## config.mk

```make
export PLATFORM = sky130hd
export DESIGN_NAME = dcache_top
export DESIGN_NICKNAME = d
export VERILOG_FILES = /design/src/dcache_pkg.sv /design/src/victim_if.sv /design/src/dcache_main_array.sv /design/src/victim_buffer.sv /design/src/dcache_ctrl.sv /design/src/dcache_top.sv
export SDC_FILE = /design/constraint.sdc
export NUM_CORES = 2
export LEC_CHECK = 0
export ABC_AREA = 1
export BUFFER_PORTS_ARGS = -buffer_cell sky130_fd_sc_hd__buf_2
export CAP_MARGIN = 25
export CORE_UTILIZATION = 40
export DETAILED_ROUTE_END_ITERATION = 8
export PLACE_DENSITY_LB_ADDON = 0.12
export RECOVER_POWER = 50
export REMOVE_ABC_BUFFERS = 1
export SYNTH_ARGS = -nofsm -noshare
export SYNTH_HDL_FRONTEND = slang
export SYNTH_HIERARCHICAL = 1
export SYNTH_SLANG_ARGS = --single-unit
```

## constraint.sdc

```tcl
create_clock -name clk -period 9.2 [get_ports clk]
set_clock_uncertainty 0.2 [all_clocks]
set_input_delay 1.84 -clock clk [delete_from_list [all_inputs] [get_ports clk]]
set_output_delay 1.84 -clock clk [all_outputs]
set_load 0.02 [all_outputs]
```

## src/dcache_pkg.sv

```systemverilog
`default_nettype none

package dcache_pkg;

    localparam int addr_w = 32;
    localparam int line_w = 256;
    localparam int word_w = 32;
    localparam int offset_w = 5;     // byte offset within a line
    localparam int word_sel_w = 3;   // 8 words per line

    typedef logic [line_w-1:0] line_t;

    typedef enum logic {
        op_read  = 1'b0,
        op_write = 1'b1
    } cpu_op_e;

    typedef enum logic [2:0] {
        idle      = 3'd0,
        lookup    = 3'd1,
        swap      = 3'd2,
        writeback = 3'd3,
        fill_req  = 3'd4,
        fill_wait = 3'd5,
        respond   = 3'd6
    } ctrl_state_e;

endpackage

`default_nettype wire

```

## src/victim_if.sv

```systemverilog
`timescale 1ns/1ps
`default_nettype none

interface victim_if;

    // controller side
    logic [dcache_pkg::addr_w-1:0] lookup_addr;
    logic                          insert_en;
    logic [dcache_pkg::addr_w-1:0] insert_addr;
    dcache_pkg::line_t             insert_data;
    logic                          insert_dirty;
    logic                          extract_en;

    // buffer side
    logic                          hit;
    logic                          hit_way;
    dcache_pkg::line_t             hit_data;
    logic                          hit_dirty;
    logic                          lru_valid;
    logic                          lru_dirty;
    logic [dcache_pkg::addr_w-1:0] lru_addr;
    dcache_pkg::line_t             lru_data;

    modport ctrl (
        output lookup_addr, insert_en, insert_addr, insert_data, insert_dirty, extract_en,
        input  hit, hit_way, hit_data, hit_dirty, lru_valid, lru_dirty, lru_addr, lru_data
    );

    modport buffer (
        input  lookup_addr, insert_en, insert_addr, insert_data, insert_dirty, extract_en,
        output hit, hit_way, hit_data, hit_dirty, lru_valid, lru_dirty, lru_addr, lru_data
    );

endinterface

`default_nettype wire

```

## src/dcache_main_array.sv

```systemverilog
`timescale 1ns/1ps
`default_nettype none

module dcache_main_array #(
    parameter int sets = 8,
    localparam int index_w = $clog2(sets),
    localparam int tag_w = dcache_pkg::addr_w - dcache_pkg::offset_w - index_w
) (
    input  wire logic                              clk,
    input  wire logic                              rst,
    input  wire logic [index_w-1:0]                index,
    input  wire logic [tag_w-1:0]                  tag,
    input  wire logic                              line_we,
    input  wire dcache_pkg::line_t                 line_in,
    input  wire logic                              line_dirty,
    input  wire logic                              word_we,
    input  wire logic [dcache_pkg::word_sel_w-1:0] word_sel,
    input  wire logic [dcache_pkg::word_w-1:0]     word_in,
    output logic                                   hit,
    output dcache_pkg::line_t                      line_out,
    output logic [tag_w-1:0]                       line_tag,
    output logic                                   line_valid,
    output logic                                   line_dirty_out
);

    logic [sets-1:0]   valid;
    logic [sets-1:0]   dirty;
    logic [tag_w-1:0]  tag_mem [sets];
    dcache_pkg::line_t data_mem [sets];

    assign line_valid     = valid[index];
    assign line_dirty_out = dirty[index];
    assign line_tag       = tag_mem[index];
    assign line_out       = data_mem[index];
    assign hit            = line_valid && (line_tag == tag);

    always_ff @(posedge clk) begin
        if (rst) begin
            valid <= '0;
            dirty <= '0;
        end else if (line_we) begin
            valid[index] <= 1'b1;
            dirty[index] <= line_dirty;
        end else if (word_we) begin
            dirty[index] <= 1'b1;
        end
    end

    always_ff @(posedge clk) begin
        if (line_we) begin
            tag_mem[index]  <= tag;
            data_mem[index] <= line_in;
        end else if (word_we) begin
            // merge one word into the stored line
            data_mem[index][word_sel*dcache_pkg::word_w +: dcache_pkg::word_w] <= word_in;
        end
    end

endmodule

`default_nettype wire

```

## src/victim_buffer.sv

```systemverilog
`timescale 1ns/1ps
`default_nettype none

module victim_buffer (
    input  wire logic clk,
    input  wire logic rst,
    victim_if.buffer  vif
);

    localparam int la_w = dcache_pkg::addr_w - dcache_pkg::offset_w;  // line address bits

    logic [la_w-1:0]   line_addr [2];
    dcache_pkg::line_t data [2];
    logic [1:0]        valid;
    logic [1:0]        dirty;
    logic              lru;       // way replaced next
    logic [1:0]        match;
    logic              ins_way;

    always_comb begin
        for (int w = 0; w < 2; w++) begin
            match[w] = valid[w] &&
                       (line_addr[w] == vif.lookup_addr[dcache_pkg::addr_w-1:dcache_pkg::offset_w]);
        end
    end

    assign vif.hit       = |match;
    assign vif.hit_way   = match[1];
    assign vif.hit_data  = data[vif.hit_way];
    assign vif.hit_dirty = dirty[vif.hit_way];

    assign vif.lru_valid = valid[lru];
    assign vif.lru_dirty = dirty[lru];
    assign vif.lru_addr  = {line_addr[lru], {dcache_pkg::offset_w{1'b0}}};
    assign vif.lru_data  = data[lru];

    // on a swap the main line takes the extracted slot
    assign ins_way = vif.extract_en ? vif.hit_way : lru;

    always_ff @(posedge clk) begin
        if (rst) begin
            valid <= '0;
            dirty <= '0;
            lru   <= 1'b0;
        end else if (vif.insert_en) begin
            valid[ins_way] <= 1'b1;
            dirty[ins_way] <= vif.insert_dirty;
            lru            <= ~ins_way;  // newest line is mru
        end else if (vif.extract_en) begin
            valid[vif.hit_way] <= 1'b0;
            lru                <= vif.hit_way;
        end
    end

    always_ff @(posedge clk) begin
        if (vif.insert_en) begin
            line_addr[ins_way] <= vif.insert_addr[dcache_pkg::addr_w-1:dcache_pkg::offset_w];
            data[ins_way]      <= vif.insert_data;
        end
    end

endmodule

`default_nettype wire

```

## src/dcache_ctrl.sv

```systemverilog
`timescale 1ns/1ps
`default_nettype none

module dcache_ctrl #(
    parameter int sets = 8,
    parameter int wb_credits = 2,
    localparam int index_w = $clog2(sets),
    localparam int tag_w = dcache_pkg::addr_w - dcache_pkg::offset_w - index_w,
    localparam int cnt_w = $clog2(wb_credits + 1)
) (
    input  wire logic                              clk,
    input  wire logic                              rst,
    input  wire logic                              req_valid,
    input  wire dcache_pkg::cpu_op_e               req_op,
    input  wire logic [dcache_pkg::addr_w-1:0]     req_addr,
    input  wire logic [dcache_pkg::word_w-1:0]     req_wdata,
    output logic                                   req_ready,
    output logic                                   resp_valid,
    output logic [dcache_pkg::word_w-1:0]          resp_data,
    output logic                                   fill_req,
    output logic [dcache_pkg::addr_w-1:0]          fill_addr,
    input  wire logic                              fill_valid,
    input  wire dcache_pkg::line_t                 fill_data,
    output logic                                   wb_valid,
    output logic [dcache_pkg::addr_w-1:0]          wb_addr,
    output dcache_pkg::line_t                      wb_data,
    input  wire logic                              wb_credit,
    output logic [index_w-1:0]                     index,
    output logic [tag_w-1:0]                       tag,
    output logic                                   line_we,
    output dcache_pkg::line_t                      line_in,
    output logic                                   line_dirty,
    output logic                                   word_we,
    output logic [dcache_pkg::word_sel_w-1:0]      word_sel,
    output logic [dcache_pkg::word_w-1:0]          word_in,
    input  wire logic                              hit,
    input  wire dcache_pkg::line_t                 line_out,
    input  wire logic [tag_w-1:0]                  line_tag,
    input  wire logic                              line_valid,
    input  wire logic                              line_dirty_out,
    victim_if.ctrl                                 vif
);

    dcache_pkg::ctrl_state_e           state;
    dcache_pkg::ctrl_state_e           state_nx;
    dcache_pkg::cpu_op_e               op_q;
    logic [dcache_pkg::addr_w-1:0]     addr_q;
    logic [dcache_pkg::word_w-1:0]     wdata_q;
    logic [cnt_w-1:0]                  credit_cnt;

    always_ff @(posedge clk) begin
        if (rst) begin
            state <= dcache_pkg::idle;
        end else begin
            state <= state_nx;
        end
    end

    always_ff @(posedge clk) begin
        if (req_ready && req_valid) begin
            op_q    <= req_op;
            addr_q  <= req_addr;
            wdata_q <= req_wdata;
        end
    end

    always_comb begin
        state_nx = state;
        unique case (state)
            dcache_pkg::idle:      if (req_valid) state_nx = dcache_pkg::lookup;
            dcache_pkg::lookup: begin
                if (hit) begin
                    state_nx = dcache_pkg::respond;
                end else if (vif.hit) begin
                    state_nx = dcache_pkg::swap;
                end else if (line_valid && vif.lru_valid && vif.lru_dirty) begin
                    state_nx = dcache_pkg::writeback;  // lru slot must be flushed first
                end else begin
                    state_nx = dcache_pkg::fill_req;
                end
            end
            dcache_pkg::swap:      state_nx = dcache_pkg::respond;
            dcache_pkg::writeback: if (credit_cnt != '0) state_nx = dcache_pkg::fill_req;
            dcache_pkg::fill_req:  state_nx = dcache_pkg::fill_wait;
            dcache_pkg::fill_wait: if (fill_valid) state_nx = dcache_pkg::respond;
            dcache_pkg::respond:   state_nx = dcache_pkg::idle;
            default:               state_nx = dcache_pkg::idle;
        endcase
    end

    always_ff @(posedge clk) begin
        if (rst) begin
            credit_cnt <= cnt_w'(wb_credits);
        end else begin
            credit_cnt <= credit_cnt - cnt_w'(wb_valid) + cnt_w'(wb_credit);
        end
    end

    // cpu side
    assign req_ready  = (state == dcache_pkg::idle);
    assign resp_valid = (state == dcache_pkg::respond);
    assign resp_data  = line_out[word_sel*dcache_pkg::word_w +: dcache_pkg::word_w];  // pre-write word

    // memory side
    assign fill_req  = (state == dcache_pkg::fill_req);
    assign fill_addr = {addr_q[dcache_pkg::addr_w-1:dcache_pkg::offset_w],
                        {dcache_pkg::offset_w{1'b0}}};
    assign wb_valid  = (state == dcache_pkg::writeback) && (credit_cnt != '0);
    assign wb_addr   = vif.lru_addr;
    assign wb_data   = vif.lru_data;

    // main array always addressed by the held request
    assign index      = addr_q[dcache_pkg::offset_w +: index_w];
    assign tag        = addr_q[dcache_pkg::addr_w-1 -: tag_w];
    assign word_sel   = addr_q[dcache_pkg::offset_w-1 -: dcache_pkg::word_sel_w];
    assign word_in    = wdata_q;
    assign word_we    = resp_valid && (op_q == dcache_pkg::op_write);
    assign line_we    = (state == dcache_pkg::swap) ||
                        (state == dcache_pkg::fill_wait && fill_valid);
    assign line_in    = (state == dcache_pkg::swap) ? vif.hit_data : fill_data;
    assign line_dirty = (state == dcache_pkg::swap) && vif.hit_dirty;  // fills come in clean

    // victim buffer gets the displaced main line
    assign vif.lookup_addr  = addr_q;
    assign vif.insert_en    = line_valid &&
                              (state == dcache_pkg::swap || state == dcache_pkg::fill_req);
    assign vif.insert_addr  = {line_tag, index, {dcache_pkg::offset_w{1'b0}}};
    assign vif.insert_data  = line_out;
    assign vif.insert_dirty = line_dirty_out;
    assign vif.extract_en   = (state == dcache_pkg::swap);

endmodule

`default_nettype wire

```

## src/dcache_top.sv

```systemverilog
`timescale 1ns/1ps
`default_nettype none

module dcache_top #(
    parameter int sets = 8,
    parameter int wb_credits = 2
) (
    input  wire logic                          clk,
    input  wire logic                          rst,
    input  wire logic                          req_valid,
    input  wire dcache_pkg::cpu_op_e           req_op,
    input  wire logic [dcache_pkg::addr_w-1:0] req_addr,
    input  wire logic [dcache_pkg::word_w-1:0] req_wdata,
    output logic                               req_ready,
    output logic                               resp_valid,
    output logic [dcache_pkg::word_w-1:0]      resp_data,
    output logic                               fill_req,
    output logic [dcache_pkg::addr_w-1:0]      fill_addr,
    input  wire logic                          fill_valid,
    input  wire dcache_pkg::line_t             fill_data,
    output logic                               wb_valid,
    output logic [dcache_pkg::addr_w-1:0]      wb_addr,
    output dcache_pkg::line_t                  wb_data,
    input  wire logic                          wb_credit
);

    localparam int index_w = $clog2(sets);
    localparam int tag_w = dcache_pkg::addr_w - dcache_pkg::offset_w - index_w;

    // controller to main array
    logic [index_w-1:0]                index;
    logic [tag_w-1:0]                  tag;
    logic                              line_we;
    dcache_pkg::line_t                 line_in;
    logic                              line_dirty;
    logic                              word_we;
    logic [dcache_pkg::word_sel_w-1:0] word_sel;
    logic [dcache_pkg::word_w-1:0]     word_in;
    logic                              hit;
    dcache_pkg::line_t                 line_out;
    logic [tag_w-1:0]                  line_tag;
    logic                              line_valid;
    logic                              line_dirty_out;

    victim_if vif ();

    dcache_main_array #(.sets(sets)) main_i (.*);

    victim_buffer victim_i (.*);

    dcache_ctrl #(
        .sets       (sets),
        .wb_credits (wb_credits)
    ) ctrl_i (.*);

endmodule

`default_nettype wire

```

Yosys cells after proc, flatten, opt, wreduce, memory -nomap -nowiden. Memories as Yosys holds them, arrays and structs flattened. A register that Yosys moved wholly into a read port is not among the register bits. Index checks and enable logic that the tools add are counted.

Bits in registers: 91. RAM bits: 2806. Bits of input ports: 326. Output and inout port bits: 356. Word-level logic and storage cells: 622. Memories kept: 4.

Memories: main_i.data_mem (depth 8, bits a word 256, read ports 1, clocked after memory_dff 1, write ports 1, RTL line dcache_main_array.sv:29) `dcache_pkg::line_t data_mem [sets];`; victim_i.data (depth 2, bits a word 256, read ports 2, clocked after memory_dff 1, write ports 1, RTL line victim_buffer.sv:13) `dcache_pkg::line_t data [2];`; main_i.tag_mem (depth 8, bits a word 24, read ports 1, clocked after memory_dff 1, write ports 1, RTL line dcache_main_array.sv:28) `logic [tag_w-1:0] tag_mem [sets];`; victim_i.line_addr (depth 2, bits a word 27, read ports 3, clocked after memory_dff 1, write ports 1, RTL line victim_buffer.sv:12) `logic [la_w-1:0] line_addr [2];`.

Add/subtract/negate cells: 3. Magnitude comparators: 7. Equal/unequal tests: 12. Shift-type cells: 3. Muxes and demuxes: 299. Bitwise logic cells: 262. Reduce and logical (&&, ||, !) cells: 22.

Operators by type and width (count): two-way mux 256 bit (2); two-way mux 1 bit (277); bitwise OR 1 bit (256); variable shift 32 x 34 -> 256 bit, first input constant (1); indexed part select 256 x 9 -> 32 bit (1); indexed part select 32 x 34 -> 256 bit (1); == test 27 bit (2); negator 8 -> 34 bit (1); == test 24 bit (1); two-way mux 3 bit (8); case mux 3 bit (6 select lines) (1); two-way mux 8 bit (2); bitwise OR 8 bit (2); logical AND 1 bit (14); == test 3 bit, second input constant (3); bitwise mux 8 bit (1); binary-select mux 1 bit (select 3 bit) (2); == test 3 x 2 -> 1 bit, second input constant (2); less-than comparator 1 x 2 -> 1 bit, second input constant (3); nonzero test 2 bit (3); less-than comparator 3 x 4 -> 1 bit, second input constant (1); two-way mux 2 bit (2); inequality test 2 bit, second input constant (2); demux 1 bit (select 3 bit) (1); other kinds (16) (19).

Longest topological paths before layout. An unclocked memory read counts as a cell.

Depth in word-level cells: 11. Depth in mapped cells: 22. Depth with buffers taken out: 19.

Cells and area by module. Netlist, hierarchy kept.

By module, submodules not included: dcache_main_array (instances 1, cells an instance 5985, area each 86307.8 µm², seq. area each 67584.8 µm²); victim_buffer (instances 1, cells an instance 2223, area each 25086.6 µm², seq. area each 17096.4 µm²); dcache_ctrl (instances 1, cells an instance 1991, area each 12513.3 µm², seq. area each 2052.0 µm²).

Worst setup path before layout. Ideal clock, no wire load.

Path type: register to register. Start: register ctrl_i.addr_q, in the netlist ctrl_i/vif.lookup_addr[5]. End: register victim_i.dirty[1]. Library setup time: 0.164 ns. Data arrival time: 8.846 ns. Required time: 8.836 ns. Slack: -0.010 ns. Cell stages (with the launch flop): 14. Path buffers: 4. Period minus slack after synthesis: 9.210 ns. Path through: edfxtp_1 buf_4 buf_4 buf_6 buf_2 o21ai_1 nand2_1 nand2_1 nand2_1 nand2_1 o21a_1 ha_1 o21ai_0 a21oi_1.

Elaborated cells on any way between the ends: 14. Classes of those cells: order compare: 2; eq/ne: 1; mux: 8; reduce/logical: 3.

RTL lines: start: declaration (RTL line dcache_ctrl.sv:47) `logic [dcache_pkg::addr_w-1:0] addr_q;`; start signal: assignment (RTL line dcache_ctrl.sv:62) `addr_q <= req_addr;`; binary-select mux 1 bit (select 3 bit) (RTL line dcache_main_array.sv:31) `assign line_valid = valid[index];`; two-way mux 1 bit (not written as such) (RTL line dcache_main_array.sv:31); net line_valid (RTL line dcache_top.sv:42) `logic line_valid;`; logical AND 1 bit (RTL line dcache_ctrl.sv:125) `assign vif.insert_en = line_valid &&`; net vif.insert_en (RTL line victim_if.sv:8) `logic insert_en;`; end signal: indexed assignment (RTL line victim_buffer.sv:47) `dirty[ins_way] <= vif.insert_dirty;`; end: declaration (RTL line victim_buffer.sv:15) `logic [1:0] dirty;`.

The timed path passes the listed nets, and every way through them passes these cells. The select of a mux whose other input is x is not followed. A chain may end at the register's enable or synchronous reset.

==> metrics.cfg <==
[placement]
place_hpwl_um = 271000
io_buffers = 669
routabilityCongestion = 0.868
dp.cells = 14027

[drt]
drt_first_pass_iters = 6
final_antenna_net_count = 0
routed_wirelength_um = 432000
drtIter0Drc = 9073
num_vias = 80805
wl_per_cell_um = 29.5
drc = 0
via_per_inst = 5.52

[power_and_ir_drop]
switchingPower_w = 0.00776
sequentialPowerShare_pct = 49.0
p_sw_share_pct = 25.6
p_int_w = 0.0225
peakVddDrop_mv = 0.143
leakage_nw = 49.1
combPwrFrac_pct = 9.6
power.density_nw_per_um2 = 221
p_clk_share_pct = 41.4

[critical_path]
required_ns = 7.16
rr_worst_depth = 8
critPathMaxFanout = 40
crit_arrival_ns = 6.58
cp-end-kind = primary output
rr_startpoint = ctrl_i/state[2]
crit_path_start_kind = flop
rrSetupSlack_ns = 1.58
r2r_end = main_i/data_mem[5][26]
path_class = reg -> out

[final_layout]
n_fill_cell = 28186
area_delta_synth_final_pct = 10.9
fin_cells = 14648
drive_gt1_share_pct = 13.9
final_nets = 10588

[clock_tree]
cts-buffers-inserted = 322
cts_sinks = 2895
h-tree-depth = 5
clock_path_buffers = 4
cts_resized = 0
postCtsSetupBuffers = 0
postCtsHoldBufs = 0
cts_tree = built
path_clk_slew_ns = 0.06
cts-root-buf = clkbuf_16
clkLatencyLatePin_ns = 0.94

[timing]
slew_violations = 1330
min_period_over_period_pct = 93.7
setup_viol = 0
rsz0062_at_grt = no
tightest_slew_ns = 3.81
tns_ns = 0
clock.fmax_mhz = 116
slew_headroom_pct = -154
period_needed_ns = 8.62
hold_viol_final = 0

[floorplan]
die_x_um = 558
rows = 203
ioPinCount = 682
core-area_um2 = 307000
start_util_pct = 40.4
die_area_um2 = 312000
die_h_um = 558

[worst_hold_path]
min_from = main_i/valid[0]
min_to = main_i/valid[0]
whs_path_depth = 2
hold_path.class = reg -> reg

[synthesis]
syn_inst = 10192
ys_warn_count = 6
syn_area_um2 = 124000
syn_avg_cell_area_um2 = 12.1

[global_route]
gr-total-overflow = 0
grt_pass1_wl_um = 588000
gr-usage-all-layers_pct = 27.0
grt_pass1_vias = 74712
antenna_found_initial = 52
grt_max_degree = 153

[run_status]
failed_checks = max-capacitance violations, max-slew violations
outcome = finished, violations left

[job]
drv_cap = 41

## stage by stage
step                setup slack (ns)  total power (W)  utilization, %  cell area [um^2]  hold WS, ns
floorplan                      -9.05           0.0164               -            116000        0.224
global placement                2.16           0.0180            41.6            128000        0.242
detailed placement              2.15           0.0180            41.6            128000        0.248
CTS                             1.15           0.0305            44.9            138000        0.257
global route                   0.619           0.0311            44.7            137000        0.272
finish                         0.581           0.0303            44.7            137000        0.257
## metal layers
layer	global-route usage (%)	vias to the layer above	wire (um)
li1	-	35670	-
met1	38.3	40886	183000
met2	40.1	3627	189000
met3	4.20	610	35900
met4	14.3	12	25100
met5	0	-	69
## cells in the final DEF (no fill, tap or decap), drive strengths merged, types with 20 or more instances in the layout
master,instances
a21oi,34
a221oi,250
a22oi,381
buf,786
bufinv,20
clkbuf,535
clkinv,154
dfxtp,26
diode,29
edfxtp,2869
inv,805
mux2i,64
nand2,2744
nand3,251
nand4,135
nor2,229
o21ai,965
o22ai,74
o31ai,82
xnor2,22
## power groups by stage
stage | clock (W) | combinational, W | sequential [W]
floorplan | 0 | 0.00123 | 0.0151
global placement | 0 | 0.00286 | 0.0151
detailed placement | 0 | 0.00289 | 0.0151
CTS | 0.0127 | 0.00290 | 0.0149
global route | 0.0132 | 0.00303 | 0.0149
finish | 0.0125 | 0.00291 | 0.0149
## flip-flops by register name, summed over array words and instances, names as in the netlist, 8 cells and up
register and count:
ctrl_i/word_in 32, main_i/data_mem 2048, main_i/valid 8, main_i/tag_mem 192, victim_i/data 512, ctrl_i/vif.lookup_addr 30
victim_i/line_addr 54, main_i/dirty 8
## worst max path at each step
stage / start / to / depth (start not counted)
after floorplan: victim_i/lru / victim_i/dirty[1] / 6
after global placement: ctrl_i/vif.lookup_addr[7] / resp_data[9] / 13
after detailed placement: ctrl_i/vif.lookup_addr[7] / resp_data[9] / 13
after CTS: ctrl_i/vif.lookup_addr[7] / resp_data[9] / 13
after global routing: ctrl_i/vif.lookup_addr[6] / resp_data[7] / 13
final: ctrl_i/vif.lookup_addr[7] / resp_data[9] / 13
## layout make-up
class,count,area (um^2),share of cell area (%)
diodes,29,72.6,0.0529
clock buffers,402,8490,6.19
clock inverters,184,1730,1.26
inverters,799,3090,2.25
multi-input cells,5320,26900,19.6
flip-flops and latches,2895,86700,63.1
well taps,4100,5130,3.74
repair buffers,919,5270,3.83
## worst max-delay path, stage by stage (launching register included)
cell      delay, ns
edfxtp_1       0.64
nand2_1        0.18
inv_1          0.97
nand2_4        0.46
inv_8          0.51
buf_4          0.40
buf_12         0.32
a22oi_1        0.14
nand3_1        0.40
o21ai_0        0.17
o22ai_1        0.50
nand2_1        0.43
nand2_1        0.20
buf_2          0.19
No activity file was read; power rests on OpenSTA's default activity.
